===== config.mk =====
export PLATFORM = sky130hd
export DESIGN_NAME = arbController
export DESIGN_NICKNAME = d
export VERILOG_FILES = /design/src/rtl/busPkg.sv /design/src/rtl/arbController.sv
export SDC_FILE = /design/constraint.sdc
export NUM_CORES = 1
export LEC_CHECK = 0
export BUFFER_PORTS_ARGS = -buffer_cell sky130_fd_sc_hd__buf_2
export CORE_UTILIZATION = 38
export CTS_CLUSTER_DIAMETER = 100
export CTS_CLUSTER_SIZE = 30
export DETAILED_ROUTE_END_ITERATION = 10
export PLACE_DENSITY_LB_ADDON = 0.1
export SYNTH_ARGS = -nofsm -noshare
export SYNTH_HDL_FRONTEND = slang
export SYNTH_SLANG_ARGS = --single-unit

===== constraint.sdc =====
create_clock -name clk -period 2.2 [get_ports clk]
set_input_delay 0.22 -clock clk [delete_from_list [all_inputs] [get_ports clk]]
set_output_delay 0.22 -clock clk [all_outputs]
set_load 0.005 [all_outputs]

===== src/rtl/busPkg.sv =====
/* Shared bus definitions for the three-master AHB-lite subsystem.
   Widths, arbiter states, transfer sizes and master select codes. */

package busPkg;

    // Bus widths
    localparam int ADDR_W = 32;
    localparam int DATA_W = 32;

    // Master select codes on addrSel and dataSel
    localparam logic [1:0] SEL_T = 2'd0;
    localparam logic [1:0] SEL_M = 2'd1;
    localparam logic [1:0] SEL_F = 2'd2;

    // Arbitration sequence states
    // sSingle picks by priority, the rest finish a locked group
    typedef enum logic [2:0] {
        sSingle,
        sTmf2,
        sTmf3,
        sMf,
        sTm,
        sTf
    } arbState;

    // Transfer size, AHB HSIZE encoding
    typedef enum logic [2:0] {
        sizeByte = 3'b000,
        sizeHalf = 3'b001,
        sizeWord = 3'b010
    } hSize;

endpackage


===== src/rtl/arbController.sv =====
/* Bus arbiter FSM for the walker, data cache and fetch masters.
   Fixed priority T, M, F with locked multi-request sequences and ready pulses. */

`timescale 1ns/1ns

module arbController (
    input  logic       clk,
    input  logic       reset,
    input  logic       requestT,
    input  logic       requestM,
    input  logic       requestF,
    input  logic       hready,
    output logic [1:0] addrSel,
    output logic       selValid,
    output logic [1:0] dataSel,
    output logic       dataValid,
    output logic       hreadyT,
    output logic       hreadyM,
    output logic       hreadyF
);
    import busPkg::*;

    arbState state;
    arbState nextState;

    // Master has a transfer in its data phase
    logic pendT;
    logic pendM;
    logic pendF;

    // Requests not yet issued
    logic reqT;
    logic reqM;
    logic reqF;

    // Address phase selection
    logic selT;
    logic selM;
    logic selF;
    logic accept;

    // Mask masters already waiting on their own ready
    assign reqT = requestT & ~pendT;
    assign reqM = requestM & ~pendM;
    assign reqF = requestF & ~pendF;

    // Selection per state
    always_comb begin
        selT = 1'b0;
        selM = 1'b0;
        selF = 1'b0;
        case (state)
            sSingle: begin
                selT = reqT;
                selM = ~reqT & reqM;
                selF = ~reqT & ~reqM & reqF;
            end
            // Second member of TMF or TM
            sTmf2, sTm: selM = 1'b1;
            // Last member of any group ending in F
            sTmf3, sMf, sTf: selF = 1'b1;
            default: selT = 1'b0;
        endcase
    end

    assign selValid = selT | selM | selF;
    assign accept = hready & selValid;

    always_comb begin
        if (selM) begin
            addrSel = SEL_M;
        end else if (selF) begin
            addrSel = SEL_F;
        end else begin
            addrSel = SEL_T;
        end
    end

    // Next state, frozen while the slave stalls
    always_comb begin
        nextState = state;
        if (hready) begin
            case (state)
                sSingle: begin
                    // Lock the group seen at this edge
                    if (reqT & reqM & reqF) begin
                        nextState = sTmf2;
                    end else if (reqT & reqM) begin
                        nextState = sTm;
                    end else if (reqT & reqF) begin
                        nextState = sTf;
                    end else if (reqM & reqF) begin
                        nextState = sMf;
                    end
                end
                sTmf2: nextState = sTmf3;
                default: nextState = sSingle;
            endcase
        end
    end

    always_ff @(posedge clk or posedge reset) begin
        if (reset) begin
            state <= sSingle;
        end else begin
            state <= nextState;
        end
    end

    // Data phase owner follows the accepted address phase
    always_ff @(posedge clk or posedge reset) begin
        if (reset) begin
            dataSel   <= SEL_T;
            dataValid <= 1'b0;
        end else if (hready) begin
            dataSel   <= addrSel;
            dataValid <= selValid;
        end
    end

    // Set on issue, cleared by own ready pulse
    always_ff @(posedge clk or posedge reset) begin
        if (reset) begin
            pendT <= 1'b0;
            pendM <= 1'b0;
            pendF <= 1'b0;
        end else begin
            pendT <= (pendT & ~hreadyT) | (accept & selT);
            pendM <= (pendM & ~hreadyM) | (accept & selM);
            pendF <= (pendF & ~hreadyF) | (accept & selF);
        end
    end

    // One ready pulse to the owner at data phase end
    assign hreadyT = dataValid & hready & (dataSel == SEL_T);
    assign hreadyM = dataValid & hready & (dataSel == SEL_M);
    assign hreadyF = dataValid & hready & (dataSel == SEL_F);

endmodule


# == Yosys cells after proc, flatten, opt, wreduce, memory -nomap -nowiden ==
# Index checks and enable logic that the tools add are counted.
# classes
n_eq_ne,8
muxes,10
bitwise_logic,34
reduce_logical,5
# op_table
operator,count
AND 1 bit,21
2-to-1 mux 3 bit,4
NOT 1 bit,8
equality test 3 x 2 -> 1 bit (second input constant),2
equality test 3 bit (second input constant),2
one-hot mux 3 bit (2 select lines),1
inequality test 5 bit (second input constant),1
bitwise OR 1 bit,5
2-to-1 mux 2 bit,2
one-hot mux 1 bit (2 select lines),2
equality test 3 x 1 -> 1 bit (second input constant),1
logical NOT 3 bit,1
OR reduction 3 bit,1
equality test 2 x 1 -> 1 bit (second input constant),1
equality test 2 bit (second input constant),1
logical NOT 2 bit,1
AND reduction 2 bit,1
OR reduction 2 bit,1
2-to-1 mux 1 bit,1
# totals
ff_bits,9
in_bits,6
output_inout_bits,9
wordCells,63

# == Depth between registers and ports, before layout ==
# depth
word_depth,10
mapped_depth,4
depth_no_buf,3

# == Least setup slack after synthesis ==
# Ideal clock, no wire load.
# synth_timing
path_kind,register to output
start,register pendT
end,output port addrSel[0]
arrival_ns,1.015
t_required_ns,1.980
setup_slack_ns,0.965
path_stages_with_launch,5
path_buffers,1
cell_sequence,dfrtp_1 -> nand2b_1 -> a211oi_2 -> nor2b_1 -> buf_4
# synth_between
elab_chain_len,6
# synth_rtl
item,line_no,text
from (decl),arbController.sv:27,logic pendT;
from (signal assigned),arbController.sv:128,pendT <= (pendT & ~hreadyT) | (accept & selT);
NOT 1 bit,arbController.sv:43,assign reqT = requestT & ~pendT;
AND 1 bit,arbController.sv:43,
NOT 1 bit,arbController.sv:55,selM = ~reqT & reqM;
AND 1 bit,arbController.sv:55,
one-hot mux 1 bit (2 select lines),arbController.sv:52,case (state)
named net selM,arbController.sv:38,logic selM;
2-to-1 mux 2 bit,arbController.sv:70,if (selM) begin
to (decl),arbController.sv:13,"output logic [1:0] addrSel,"
# The timed path passes the listed nets, and every way through them passes these cells.

# == Worst setup path in the final report ==
# layout_timing
start,register state[2]
end,output port addrSel[1]
# layout_between
elab_chain_len,5
word_cells_on_any_way,12
classes_between,5 x eq/ne; 4 x mux; 3 x reduce/logical
# layout_rtl
item,line_no,text
from (decl),arbController.sv:23,arbState state;
from (signal assigned),arbController.sv:104,state <= sSingle;
from (signal assigned),arbController.sv:106,state <= nextState;
equality test 3 x 2 -> 1 bit / equality test 3 bit (equally long branches),arbController.sv:52,
OR reduction 3 bit,arbController.sv:52,
one-hot mux 1 bit (2 select lines),arbController.sv:52,
2-to-1 mux 2 bit,arbController.sv:72,end else if (selF) begin
2-to-1 mux 2 bit *,arbController.sv:70,
# Mark *: on every way between the ends. The rest lies on a longest branch, timed or not.

==> results.json <==
{
  "synth_seq_cells": 9,
  "gr-usage-met2_pct": 25.8,
  "yosys.cell_types.count": 25,
  "critPathTopFamily": "flip-flops",
  "synth_area_leader_cell": "dfrtp_1",
  "worst_ep_arrival_time_ns": 1.52,
  "timing.setup.critical_path_class": "reg2out",
  "cpMaxStageDelayCell": "dfrtp_1",
  "cpPeakStageDelay_ns": 0.52,
  "clock_buffer_count_from_cts": 3,
  "yosys.area.top_type_share_pct": 40.1,
  "netlist_area_um2": 562,
  "crit_path_start_kind": "flop",
  "final.period_utilization_pct": 79.0,
  "run_status": "complete, no violations",
  "ys_async_sr_fraction_pct": 100,
  "clock-sinks": 9,
  "global_route.peak_usage_layer": "met1",
  "fmax_mhz": 575,
  "leakage_nw": 0.312,
  "cts-hold-fix-buffers": 1,
  "syn-mean-instance-area_um2": 9.06,
  "grt_use_met3_pct": 5.56,
  "irDropWorstVdd_uv": 547,
  "post_cts_resized": 0,
  "globalplace.congestion": 0.761,
  "die-width_um": 40.5,
  "antenna_found_initial": 0,
  "global_route_wire_length_before_repair_um": 1990,
  "area.growth.synth_to_final_pct": 18.0,
  "critical_path.max_fanout": 10,
  "final_core_utilization_pct": 49.7,
  "vias": 502,
  "clock-skew-final_ns": 0.00280,
  "antenna_cells": 0,
  "floorplan.die_area_um2": 1640,
  "place.port_buffers": 14,
  "final-hold-violation-count": 0,
  "grt.total_usage_pct": 19.4,
  "finalSetupTns_ns": 0,
  "synth.area.top_cells": "dfrtp_1 (40%), inv_1 (6.0%), nor2b_1 (5.6%)",
  "crit_path_cell_trace": "and3b_1, a311oi_2, inv_1, buf_2",
  "drtPass1Iterations": 4,
  "synth-edff-count": 0,
  "post-dp-hpwl_um": 907,
  "yosys.area_share.simple_pct": 27.4,
  "die_y_um": 40.5,
  "number_of_global_route_vias_before_repair": 443,
  "hp-class": "in2reg",
  "relSlewSlack_pct": 73.8,
  "adder_cell_share_of_the_synthesized_area_pct": 0,
  "critical_path_buf_inv_count": 2,
  "clk_root_buffer_cell": "clkbuf_4",
  "top_cells_by_instance_count_after_synthesis": "dfrtp_1 (9), inv_1 (9), nor2b_1 (5)",
  "detailedPlace.worstSlack_ns": 0.765,
  "grt_setup_unrepaired": "no",
  "synth_sequential_area_ratio_pct": 40.1,
  "coreArea_um2": 1330,
  "final-setup-viol-count": 0,
  "clkLatencyLatePin_ns": 0.26,
  "cts_max_path_buffers": 2,
  "floorplan.initialDensity_pct": 42.1,
  "gr-total-overflow": 0,
  "drt-total-wl_um": 1260,
  "drt_initial_violations": 12,
  "via_per_inst": 5.40,
  "timing.max_cap.violations": 0,
  "residual_drc": 0,
  "worst_setup_hold_path_clk_slew_ns": 0.06,
  "finalMaxSlewViolations": 0,
  "syn_nets": 68,
  "power_per_cell_area_nw_per_um2": 1250,
  "yosysWarningCount": 0,
  "post_cts.repair.setup_buffers": 0,
  "drt-wirelength-per-cell_um": 13.6,
  "post_synth_xor_area_fraction_pct": 0,
  "grt_max_degree": 17,
  "synth_compound_gate_area_share_pct": 22.3,
  "cts_tree": "yes",
  "largest_family_of_logic_cells_by_synthesized_area": "simple AND/OR/NAND/NOR gates",
  "gate_count_of_the_mapped_netlist": 62,
  "fraction_of_layout_instances_using_a_drive_strength_above_1_pct": 26.9,
  "gr_met1_demand_resource_pct": 28.1,
  "drt.antenna.violating_nets": 0,
  "row_count": 13,
  "final.setup.worst_slack_ns": 0.461,
  "worst_ep_required_time_ns": 1.98,
  "worst_setup_path_end_kind": "output pin",
  "design.final.nets": 85,
  "max_slew.worst_pin.slew_ns": 0.394,
  "floorplan.io_pins": 15,
  "postSynth.topFlopCell": "dfrtp_1",
  "cts_htree_levels": 1,
  "post-route-min-period_ns": 1.74,
  "muxShareOfSynthArea_pct": 0
}
[final cells by class]
type | count | area (um2)
Clock buffer | 4 | 26.3
Inverter | 9 | 33.8
Timing Repair Buffer | 15 | 80.1
Multi-Input combinational cell | 41 | 279
Fill cell | 141 | 671
Tap cell | 15 | 18.8
Sequential cell | 9 | 225
[metal layers]
layer / up-vias / wire length, um
met3: 0 / 42
met5: - / 0
met2: 11 / 581
li1: 253 / -
met1: 238 / 637
met4: 0 / 0
[logic make-up (layout without fill, tap and decap cells)]
kind of cell | count (synthesis) | after routing
flops | 9 | 9
compound gates | 18 | 18
buf+inv | 12 | 28
simple gates | 23 | 23
[sequential cells by signal, indices dropped and copies added, names as in the netlist]
register and flops:
dataSel 2, dataValid 1, pendF 1, pendM 1
pendT 1, state 3
[stage by stage]
step | hold slack [ns] | instances | total power, mW | cell area [um2]
after global routing | 0.368 | 93 | 0.907 | 663
after detailed placement | 0.211 | 88 | 0.695 | 627
after floorplan | 0.0479 | 62 | 0.597 | 562
final | 0.341 | 93 | 0.830 | 663
after global placement | 0.209 | 88 | 0.691 | 627
after CTS | 0.335 | 93 | 0.834 | 663
[cell usage in the layout (no fill, tap or decap), drive strengths merged, types with 2 or more instances in the layout]
cell,n
nor2,2
nand2b,3
dfrtp,9
clkbuf,4
a31oi,2
buf,14
o22ai,3
o21ai,4
nor2b,5
nor3b,2
a21oi,3
nand3,3
inv,9
a22oi,2
nor3,3
nand2,2
[path summary, 6_finish.rpt]
kind | start | to | slack, ns | depth (start not counted)
setup / recovery | state[2]$_DFFE_PP0P_ | addrSel[1] | 0.46 | 4
min in group asynchronous | reset | state[1]$_DFFE_PP0P_ | 0.47 | 3
setup reg to reg | state[2]$_DFFE_PP0P_ | pendF$_DFF_PP0_ | 0.87 | 3
max in group asynchronous | reset | state[2]$_DFFE_PP0P_ | 1.47 | 3
hold / removal | hready | dataSel[1]$_DFFE_PP0P_ | 0.34 | 2
hold reg to reg | pendT$_DFF_PP0_ | pendT$_DFF_PP0_ | 0.56 | 2
[report_power, final]
group	switching (mW)	internal, mW	total (mW)
combinational	0.189	0.182	0.371
sequential	0.0951	0.233	0.329
clock	0.0607	0.0700	0.131
total	0.345	0.485	0.830
No activity file was read; power rests on OpenSTA's default activity.
