### config.mk
export PLATFORM = sky130hd
export DESIGN_NAME = busDatapath
export DESIGN_NICKNAME = d
export VERILOG_FILES = /design/src/rtl/busPkg.sv /design/src/rtl/busDatapath.sv
export SDC_FILE = /design/constraint.sdc
export NUM_CORES = 1
export LEC_CHECK = 0
export BUFFER_PORTS_ARGS = -buffer_cell sky130_fd_sc_hd__buf_4
export CAP_MARGIN = 20
export CORE_AREA = 2 2 105 107
export DETAILED_ROUTE_END_ITERATION = 16
export DIE_AREA = 0 0 107 109
export RECOVER_POWER = 25
export SYNTH_ARGS = -nofsm -noshare
export SYNTH_HDL_FRONTEND = slang
export SYNTH_SLANG_ARGS = --single-unit
### constraint.sdc
create_clock -name vclk -period 1.29
set_input_delay 0.129 -clock vclk [all_inputs]
set_output_delay 0.129 -clock vclk [all_outputs]
set_load 0.02 [all_outputs]
### src/rtl/busPkg.sv
/* Shared bus definitions for the three-master AHB-lite subsystem.
   Widths, arbiter states, transfer sizes and master select codes. */

package busPkg;

    // Bus widths
    localparam int ADDR_W = 32;
    localparam int DATA_W = 32;

    // Master select codes on addrSel and dataSel
    localparam logic [1:0] SEL_T = 2'd0;
    localparam logic [1:0] SEL_M = 2'd1;
    localparam logic [1:0] SEL_F = 2'd2;

    // Arbitration sequence states
    // sSingle picks by priority, the rest finish a locked group
    typedef enum logic [2:0] {
        sSingle,
        sTmf2,
        sTmf3,
        sMf,
        sTm,
        sTf
    } arbState;

    // Transfer size, AHB HSIZE encoding
    typedef enum logic [2:0] {
        sizeByte = 3'b000,
        sizeHalf = 3'b001,
        sizeWord = 3'b010
    } hSize;

endpackage

### src/rtl/busDatapath.sv
/* Bus datapath between the three masters and the memory slave.
   Address and control mux, write data gating and read data return. */

`timescale 1ns/1ns

module busDatapath (
    input  logic [busPkg::ADDR_W-1:0] addrT,
    input  logic [busPkg::ADDR_W-1:0] addrM,
    input  logic [busPkg::ADDR_W-1:0] addrF,
    input  logic                      writeM,
    input  busPkg::hSize              sizeM,
    input  logic [busPkg::DATA_W-1:0] wdataM,
    input  logic [1:0]                addrSel,
    input  logic                      selValid,
    input  logic [1:0]                dataSel,
    input  logic                      dataValid,
    input  logic [busPkg::DATA_W-1:0] hrdata,
    output logic [busPkg::ADDR_W-1:0] haddr,
    output logic                      hwrite,
    output busPkg::hSize              hsize,
    output logic                      htransValid,
    output logic [busPkg::DATA_W-1:0] hwdata,
    output logic [busPkg::DATA_W-1:0] rdata
);
    import busPkg::*;

    logic addrIsM;
    logic dataIsM;

    // M owns the current address phase
    assign addrIsM = selValid && (addrSel == SEL_M);
    // M owns the current data phase
    assign dataIsM = dataValid && (dataSel == SEL_M);

    // Address mux
    always_comb begin
        case (addrSel)
            SEL_M:   haddr = addrM;
            SEL_F:   haddr = addrF;
            default: haddr = addrT;
        endcase
    end

    // T and F only read whole words
    assign hwrite = addrIsM & writeM;

    always_comb begin
        if (addrIsM) begin
            hsize = sizeM;
        end else begin
            hsize = sizeWord;
        end
    end

    assign htransValid = selValid;

    // Write data only from M, zero otherwise
    assign hwdata = dataIsM ? wdataM : '0;

    // Read data shared by all masters
    assign rdata = hrdata;

endmodule

; ---- After elaboration in Yosys (flattened, before gate mapping)
; Index checks and enable logic that the tools add are counted.
[totals]
rom_bits = 0
input_bits = 170
memories = 0
output_inout_bits = 101
latchBits = 0
register_bits = 0
wordCells = 9
ramBits = 0
[classes]
multipliers = 0
mux = 3
n_eq_ne = 3
bitwise = 1
div_mod_pow = 0
n_shift = 0
n_addsub = 0
n_reduce_logical = 2
n_lt_le_gt_ge = 0
[ops]
columns = operator, count
row1 = case mux 32 bit (2 select lines), 1
row2 = 2-to-1 mux 32 bit, 1
row3 = "equality test 2 x 1 -> 1 bit, second input constant", 2
row4 = 2-to-1 mux 3 bit, 1
row5 = "equality test 2 bit, second input constant", 1
row6 = logical AND 1 bit, 2
row7 = AND 1 bit, 1

; ---- Logic depth before layout (Yosys ltp)
; Gate-level depths: netlist of run 1.
[logic_depth]
ltp_word = 3
depth_mapped = 6
ltp_nobuf = 4

; ---- Worst setup path after synthesis of run 1
; Ideal clock, no wire load.
[synth_timing]
kind = input -> output
start = input port addrSel[0]
end = output port haddr[0] (netlist bit)
path_stages = 5
t_required_ps = 1161
n_path_buf = 2
setup_slack_ps = 73
t_arrival_ps = 1088
cell_sequence = inv_1 ha_1 buf_2 clkbuf_2 o21ai_1
[synth_via]
elab_chain_cells = 2
word_cells_on_any_way = 3
cone_classes = eq/ne: 2 / mux: 1
[synth_rtl]
columns = element, line
row1 = from (decl), busDatapath.sv:13  ; input logic [1:0] addrSel,
row2 = equality test 2 bit / equality test 2 x 1 -> 1 bit (equally long branches), busDatapath.sv:37  ; case (addrSel)
row3 = case mux 32 bit (2 select lines) (*), busDatapath.sv:37
row4 = to (decl), busDatapath.sv:18  ; output logic [busPkg::ADDR_W-1:0] haddr,
; Every way passes the cells marked *; elsewhere a longest branch is shown, timed or not.

; ---- Worst setup path after layout of run 1
[layout_timing]
start = input port addrSel[1]
end = output port haddr[4] (netlist bit)
; Same word-level chain as after synthesis.

==> impl_metrics.yaml, run 1 <==
placement:
  finalWeightedCongestion: 0.687
  place_hpwl_um: 5500
  place_area_um2: 2620
  port_buffers: 207
  place_ws_ps: -36.7
floorplanning:
  rows: 38
  die_area_um2: 11700
  start_util_pct: 11.1
  core_area_um2: 10600
  die_w_um: 107
  boundaryPins: 271
  die_h_um: 109
sta:
  fin_crit_ps: 1220
  hold_violations: 0
  post-route-period-util_pct: 94.8
  setup_slack_ps: 66.5
  relSlewSlack_pct: 75.9
  max_freq_mhz: 817
  worst_pin_slew_ps: 361
  setup_violations: 0
  slew_viol_final: 0
finish:
  n_clock_buffer: 0
  post-route-util_pct: 26.4
  numSequentialCells: 0
  final_cell_mix: "buf_4 (207), nand2_1 (32), and2_1 (32)"
  final_common_cell: "buf_4"
  fin_area_um2: 2800
  syn_to_final_growth_pct: 137
  seq_area_um2: 0
  finalNetCount: 529
  num_antenna_cells: 0
  drive_gt1_share_pct: 63.9
setup_path:
  path_buf_inv: 4
  cpLargestDelayFamily: "buffers and inverters"
  worstPathMaxFanout: 8
  startpoint_type: "input port"
  path_common_cell: "buf_4"
  critPathSlowestCell: "ha_4"
  end_kind: "primary output"
  path_depth: 7
  cp.arrival_ps: 1090
  cp.required_ps: 1160
  crit_chain: "buf_4 > inv_2 > ha_4 > clkbuf_16 > a22oi_1 > o21ai_1 > buf_4"
  critPathKind: "in -> out"
  cpPeakStageDelay_ps: 220
grt:
  grt_pass1_wl_um: 9470
  track_usage_pct: 10.1
  grt_max_degree: 37
  grt_antenna_before_repair: 0
  overflow: 0
  grt_pass1_vias: 1871
detailed_routing:
  firstDrtPassIters: 4
  ant_nets: 0
  via_count: 2003
  wire_per_inst_um: 14.7
  drt-vias-per-instance: 4.05
  drcViolationCount: 0
  drt-initial-drc-count: 152
  routed_wirelength_um: 7260
power_and_ir_drop:
  switching_share_pct: 45.2
  p_leak_nw: 1.44
  p_clk_share_pct: 0
  power.internal_mw: 0.623
  p_per_area_nw_per_um2: 406
  p_comb_share_pct: 100.0
  p_sw_mw: 0.513
  report.power.total_mw: 1.14
  irDropWorstVdd_mv: 0.147
  seqPwrFrac_pct: 0
synthesis:
  synth_top_area_share_pct: 21.0
  synth_top_area_cell: "buf_4"
  syn_area_um2: 1180
  yosys_warnings: 0
  ys_types: 14
  synth.area.top_cells: "buf_4 (21%), a22oi_1 (20%), and2_1 (17%)"
  postSynthAreaPerCell_um2: 6.30
  syn-num-nets: 359
  synth_cells: 187
  seq_area_frac_synth_pct: 0
outcome:
  outcome: "completed"
run:
  max_cap_violations: 0
clock_network:
  cts_hold_buf: 0
min_path:
  hold_depth: 0
  hold_path_class: "in -> out"
-- synthesized netlist by cell type --
library cell,count
a22oi_1,32
and2_1,32
and3_1,3
and3b_2,1
buf_2,6
buf_4,33
buf_6,9
clkbuf_2,2
ha_1,2
inv_1,2
nand2_1,32
nand3b_1,1
o21ai_0,2
o21ai_1,30
-- what timing repair did --
action | CTS | global route
gates cloned | 2 | 3
hold endpoints to repair | 0 | 0
gates resized for setup | 5 | 9
setup buffers | 1 | 0
setup endpoints to repair | 10 | 13
pin swaps | 1 | 6
-- stage by stage --
stage | std cells | TNS, ps | hold WS, ps
floorplan | 187 | 0 | 371
global placement | 490 | -118 | 258
detailed placement | 490 | -98.1 | 258
CTS | 493 | -15.8 | 258
global route | 495 | -1.12 | 258
finish | 495 | 0 | 258
-- power groups by stage --
| stage | logic (mW) | clock network, mW | registers (mW) |
|---|---|---|---|
| finish | 1.14 | 0 | 0 |
| global route | 1.22 | 0 | 0 |
| CTS | 1.11 | 0 | 0 |
| detailed placement | 1.06 | 0 | 0 |
| global placement | 1.05 | 0 | 0 |
| floorplan | 0.605 | 0 | 0 |
-- path summary, 6_finish.rpt --
kind  startpoint  slack [ps]         to
max   addrSel[1]          70   haddr[4]
min   hrdata[28]         260  rdata[28]
-- layer usage --
layer  up-vias  global-route usage, %  part of all wire, %
li1        951                      -                    -
met1       891                   10.3                   34
met2       141                   20.8                   52
met3        20                   1.97                   11
met4         0                   2.60                  2.6
met5         -                      0                    0
-- layout make-up --
class | count | area (µm²)
Multi-Input combinational cell | 135 | 826
Tap cell | 140 | 175
Timing Repair Buffer | 218 | 1790
Inverter | 2 | 7.51
Fill cell | 1156 | 7810
-- cells by family after synthesis --
group / count (synthesis) / synth area share, %
AND/OR/NAND/NOR: 69 / 30.3
AO/OA/AOI/OAI: 64 / 34.0
buffers and inverters: 52 / 33.7
adder cells (fa/ha/maj): 2 / 2.12
Power figures use the tool's default switching activity.
==> run 2: changes to the inputs <==
Settings changed: ABC_AREA set to 1, CAP_MARGIN 20 to 15, CORE_AREA 2 2 105 107 to 2 2 104 106, DIE_AREA 0 0 107 109 to 0 0 106 108.
==> run 2 against run 1 <==
Compared with the run above:
- sequential cell count unchanged
- sequential share of layout area unchanged
- area after synthesis increased by 23%
- clock-buffer cell count unchanged
- hold slack about the same
- fmax decreased by 0.48%
- critical endpoint is now haddr[17]
- synthesized cell count increased by 71%
- worst setup slack got worse by 5.9 ps
- utilization increased by 2.4 points
- highest routed layer unchanged
==> impl_metrics.yaml, run 2 <==
outcome:
  outcome: "completed"
sta:
  max_freq_mhz: 813
  rsz0062_at_grt: "false"
  worst_pin_slew_ps: 349
  setup_violations: 0
  hold_violations: 0
  setup_slack_ps: 60.6
  post-route-period-util_pct: 95.3
  slew_viol_final: 0
  fin_crit_ps: 1230
  relSlewSlack_pct: 76.7
synthesis:
  synth_fa_ha_area_share_pct: 1.73
  yosys_warnings: 0
  synth_top_area_cell: "nand2_1"
  synth.area.top_cells: "nand2_1 (50%), buf_4 (18%), inv_1 (9.6%)"
  ys_types: 11
  seq_area_frac_synth_pct: 0
  synthTopCellsByCount: "nand2_1 (193), inv_1 (37), nor2_1 (35)"
  synth_compound_area_share_pct: 0
  synth_top_family_by_area: "simple AND/OR/NAND/NOR gates"
  syn-num-nets: 492
  syn_area_um2: 1450
  synth_xor_area_share_pct: 0
  synth.most_common_cell: "nand2_1"
  synth_top_area_share_pct: 50.0
  synth_cells: 320
  synthMuxAreaShare_pct: 0
  postSynthAreaPerCell_um2: 4.53
  synthSimpleGateAreaFrac_pct: 60.9
detailed_routing:
  drt-vias-per-instance: 3.89
  routed_wirelength_um: 7510
  ant_nets: 0
  via_count: 2421
  drt-initial-drc-count: 192
  firstDrtPassIters: 6
  drcViolationCount: 0
  wire_per_inst_um: 12.1
setup_path:
  startpoint_type: "input port"
  crit_chain: "buf_4 > inv_1 > ha_4 > buf_8 > nand2_1 > nand2_1 > buf_4"
  critPathKind: "in -> out"
  end_kind: "primary output"
  cpPeakStageDelay_ps: 290
  path_buf_inv: 4
  critPathSlowestCell: "ha_4"
  cpLargestDelayFamily: "buffers and inverters"
  cp.arrival_ps: 1100
  worstPathMaxFanout: 25
  cp.required_ps: 1160
placement:
  finalWeightedCongestion: 0.736
  port_buffers: 207
  place_area_um2: 2870
  place_hpwl_um: 6200
  dp_cells: 621
  place_ws_ps: -52.9
finish:
  multi_input_area_um2: 937
  drive_gt1_share_pct: 45.7
  num_antenna_cells: 0
  numSequentialCells: 0
  seq_area_um2: 0
  finalNetCount: 660
  fillers: 1171
  n_clock_buffer: 0
  final_common_cell: "buf_4"
  syn_to_final_growth_pct: 103
  fin_cells: 622
  final_cell_mix: "buf_4 (210), nand2_1 (191), inv_1 (37)"
  post-route-util_pct: 28.8
  fin_area_um2: 2940
grt:
  grt_pass1_vias: 2315
  grt_pass1_wl_um: 10600
  track_usage_pct: 11.3
  grt_max_degree: 33
  overflow: 0
  grt_antenna_before_repair: 0
clock_network:
  cts_hold_buf: 0
  cts_setup_buffers: 0
power_and_ir_drop:
  report.power.total_mw: 1.16
  irDropWorstVdd_mv: 0.151
  p_per_area_nw_per_um2: 396
  p_leak_nw: 1.94
run:
  max_cap_violations: 0
floorplanning:
  die_area_um2: 11400
  core_area_um2: 10200
  die_w_um: 106
  boundaryPins: 271
  die_h_um: 108
  rows: 37
  start_util_pct: 14.2
min_path:
  hold_path_class: "in -> out"
## run 2: where the power goes
part	leakage, nW	internal, mW	total (mW)	switching [mW]
combinational	1.94	0.594	1.16	0.571
clock	0	0	0	0
sequential	0	0	0	0
## run 2: area by class of cell
class	instances	area share (%)
Timing Repair Buffer	216	57.5
Multi-Input combinational cell	232	31.9
Tap cell	136	5.78
Inverter	38	4.85
## run 2: path summary, 6_finish.rpt
check / depth (start not counted) / end / startpoint
max: 7 / haddr[17] / addrSel[0]
min: 0 / rdata[0] / hrdata[0]
## run 2: routing by layer
layer / routed length [µm] / up-vias / global-route usage (%)
met5: 0 / - / 0
met4: 9 / 0 / 0.282
met3: 868 / 2 / 3.13
met2: 4110 / 166 / 24.6
met1: 2520 / 1046 / 10.9
li1: - / 1207 / -
## run 2: repair_timing
item                                   in CTS  in global routing
pin swaps                                   0                  1
setup endpoints to repair                  17                 33
cloned                                      0                  1
resized for setup                           2                  8
endpoints found under the hold margin       0                  0
## run 2: stage by stage
step / setup TNS [ps] / hold slack [ps]
finish: 0 / 258
global route: 0 / 258
CTS: 0 / 258
detailed placement: -209 / 258
global placement: -189 / 258
floorplan: 0 / 371
## run 2: cells by family after synthesis
group / Yosys count
buffers and inverters: 88
AND/OR/NAND/NOR: 230
adder cells (fa/ha/maj): 2
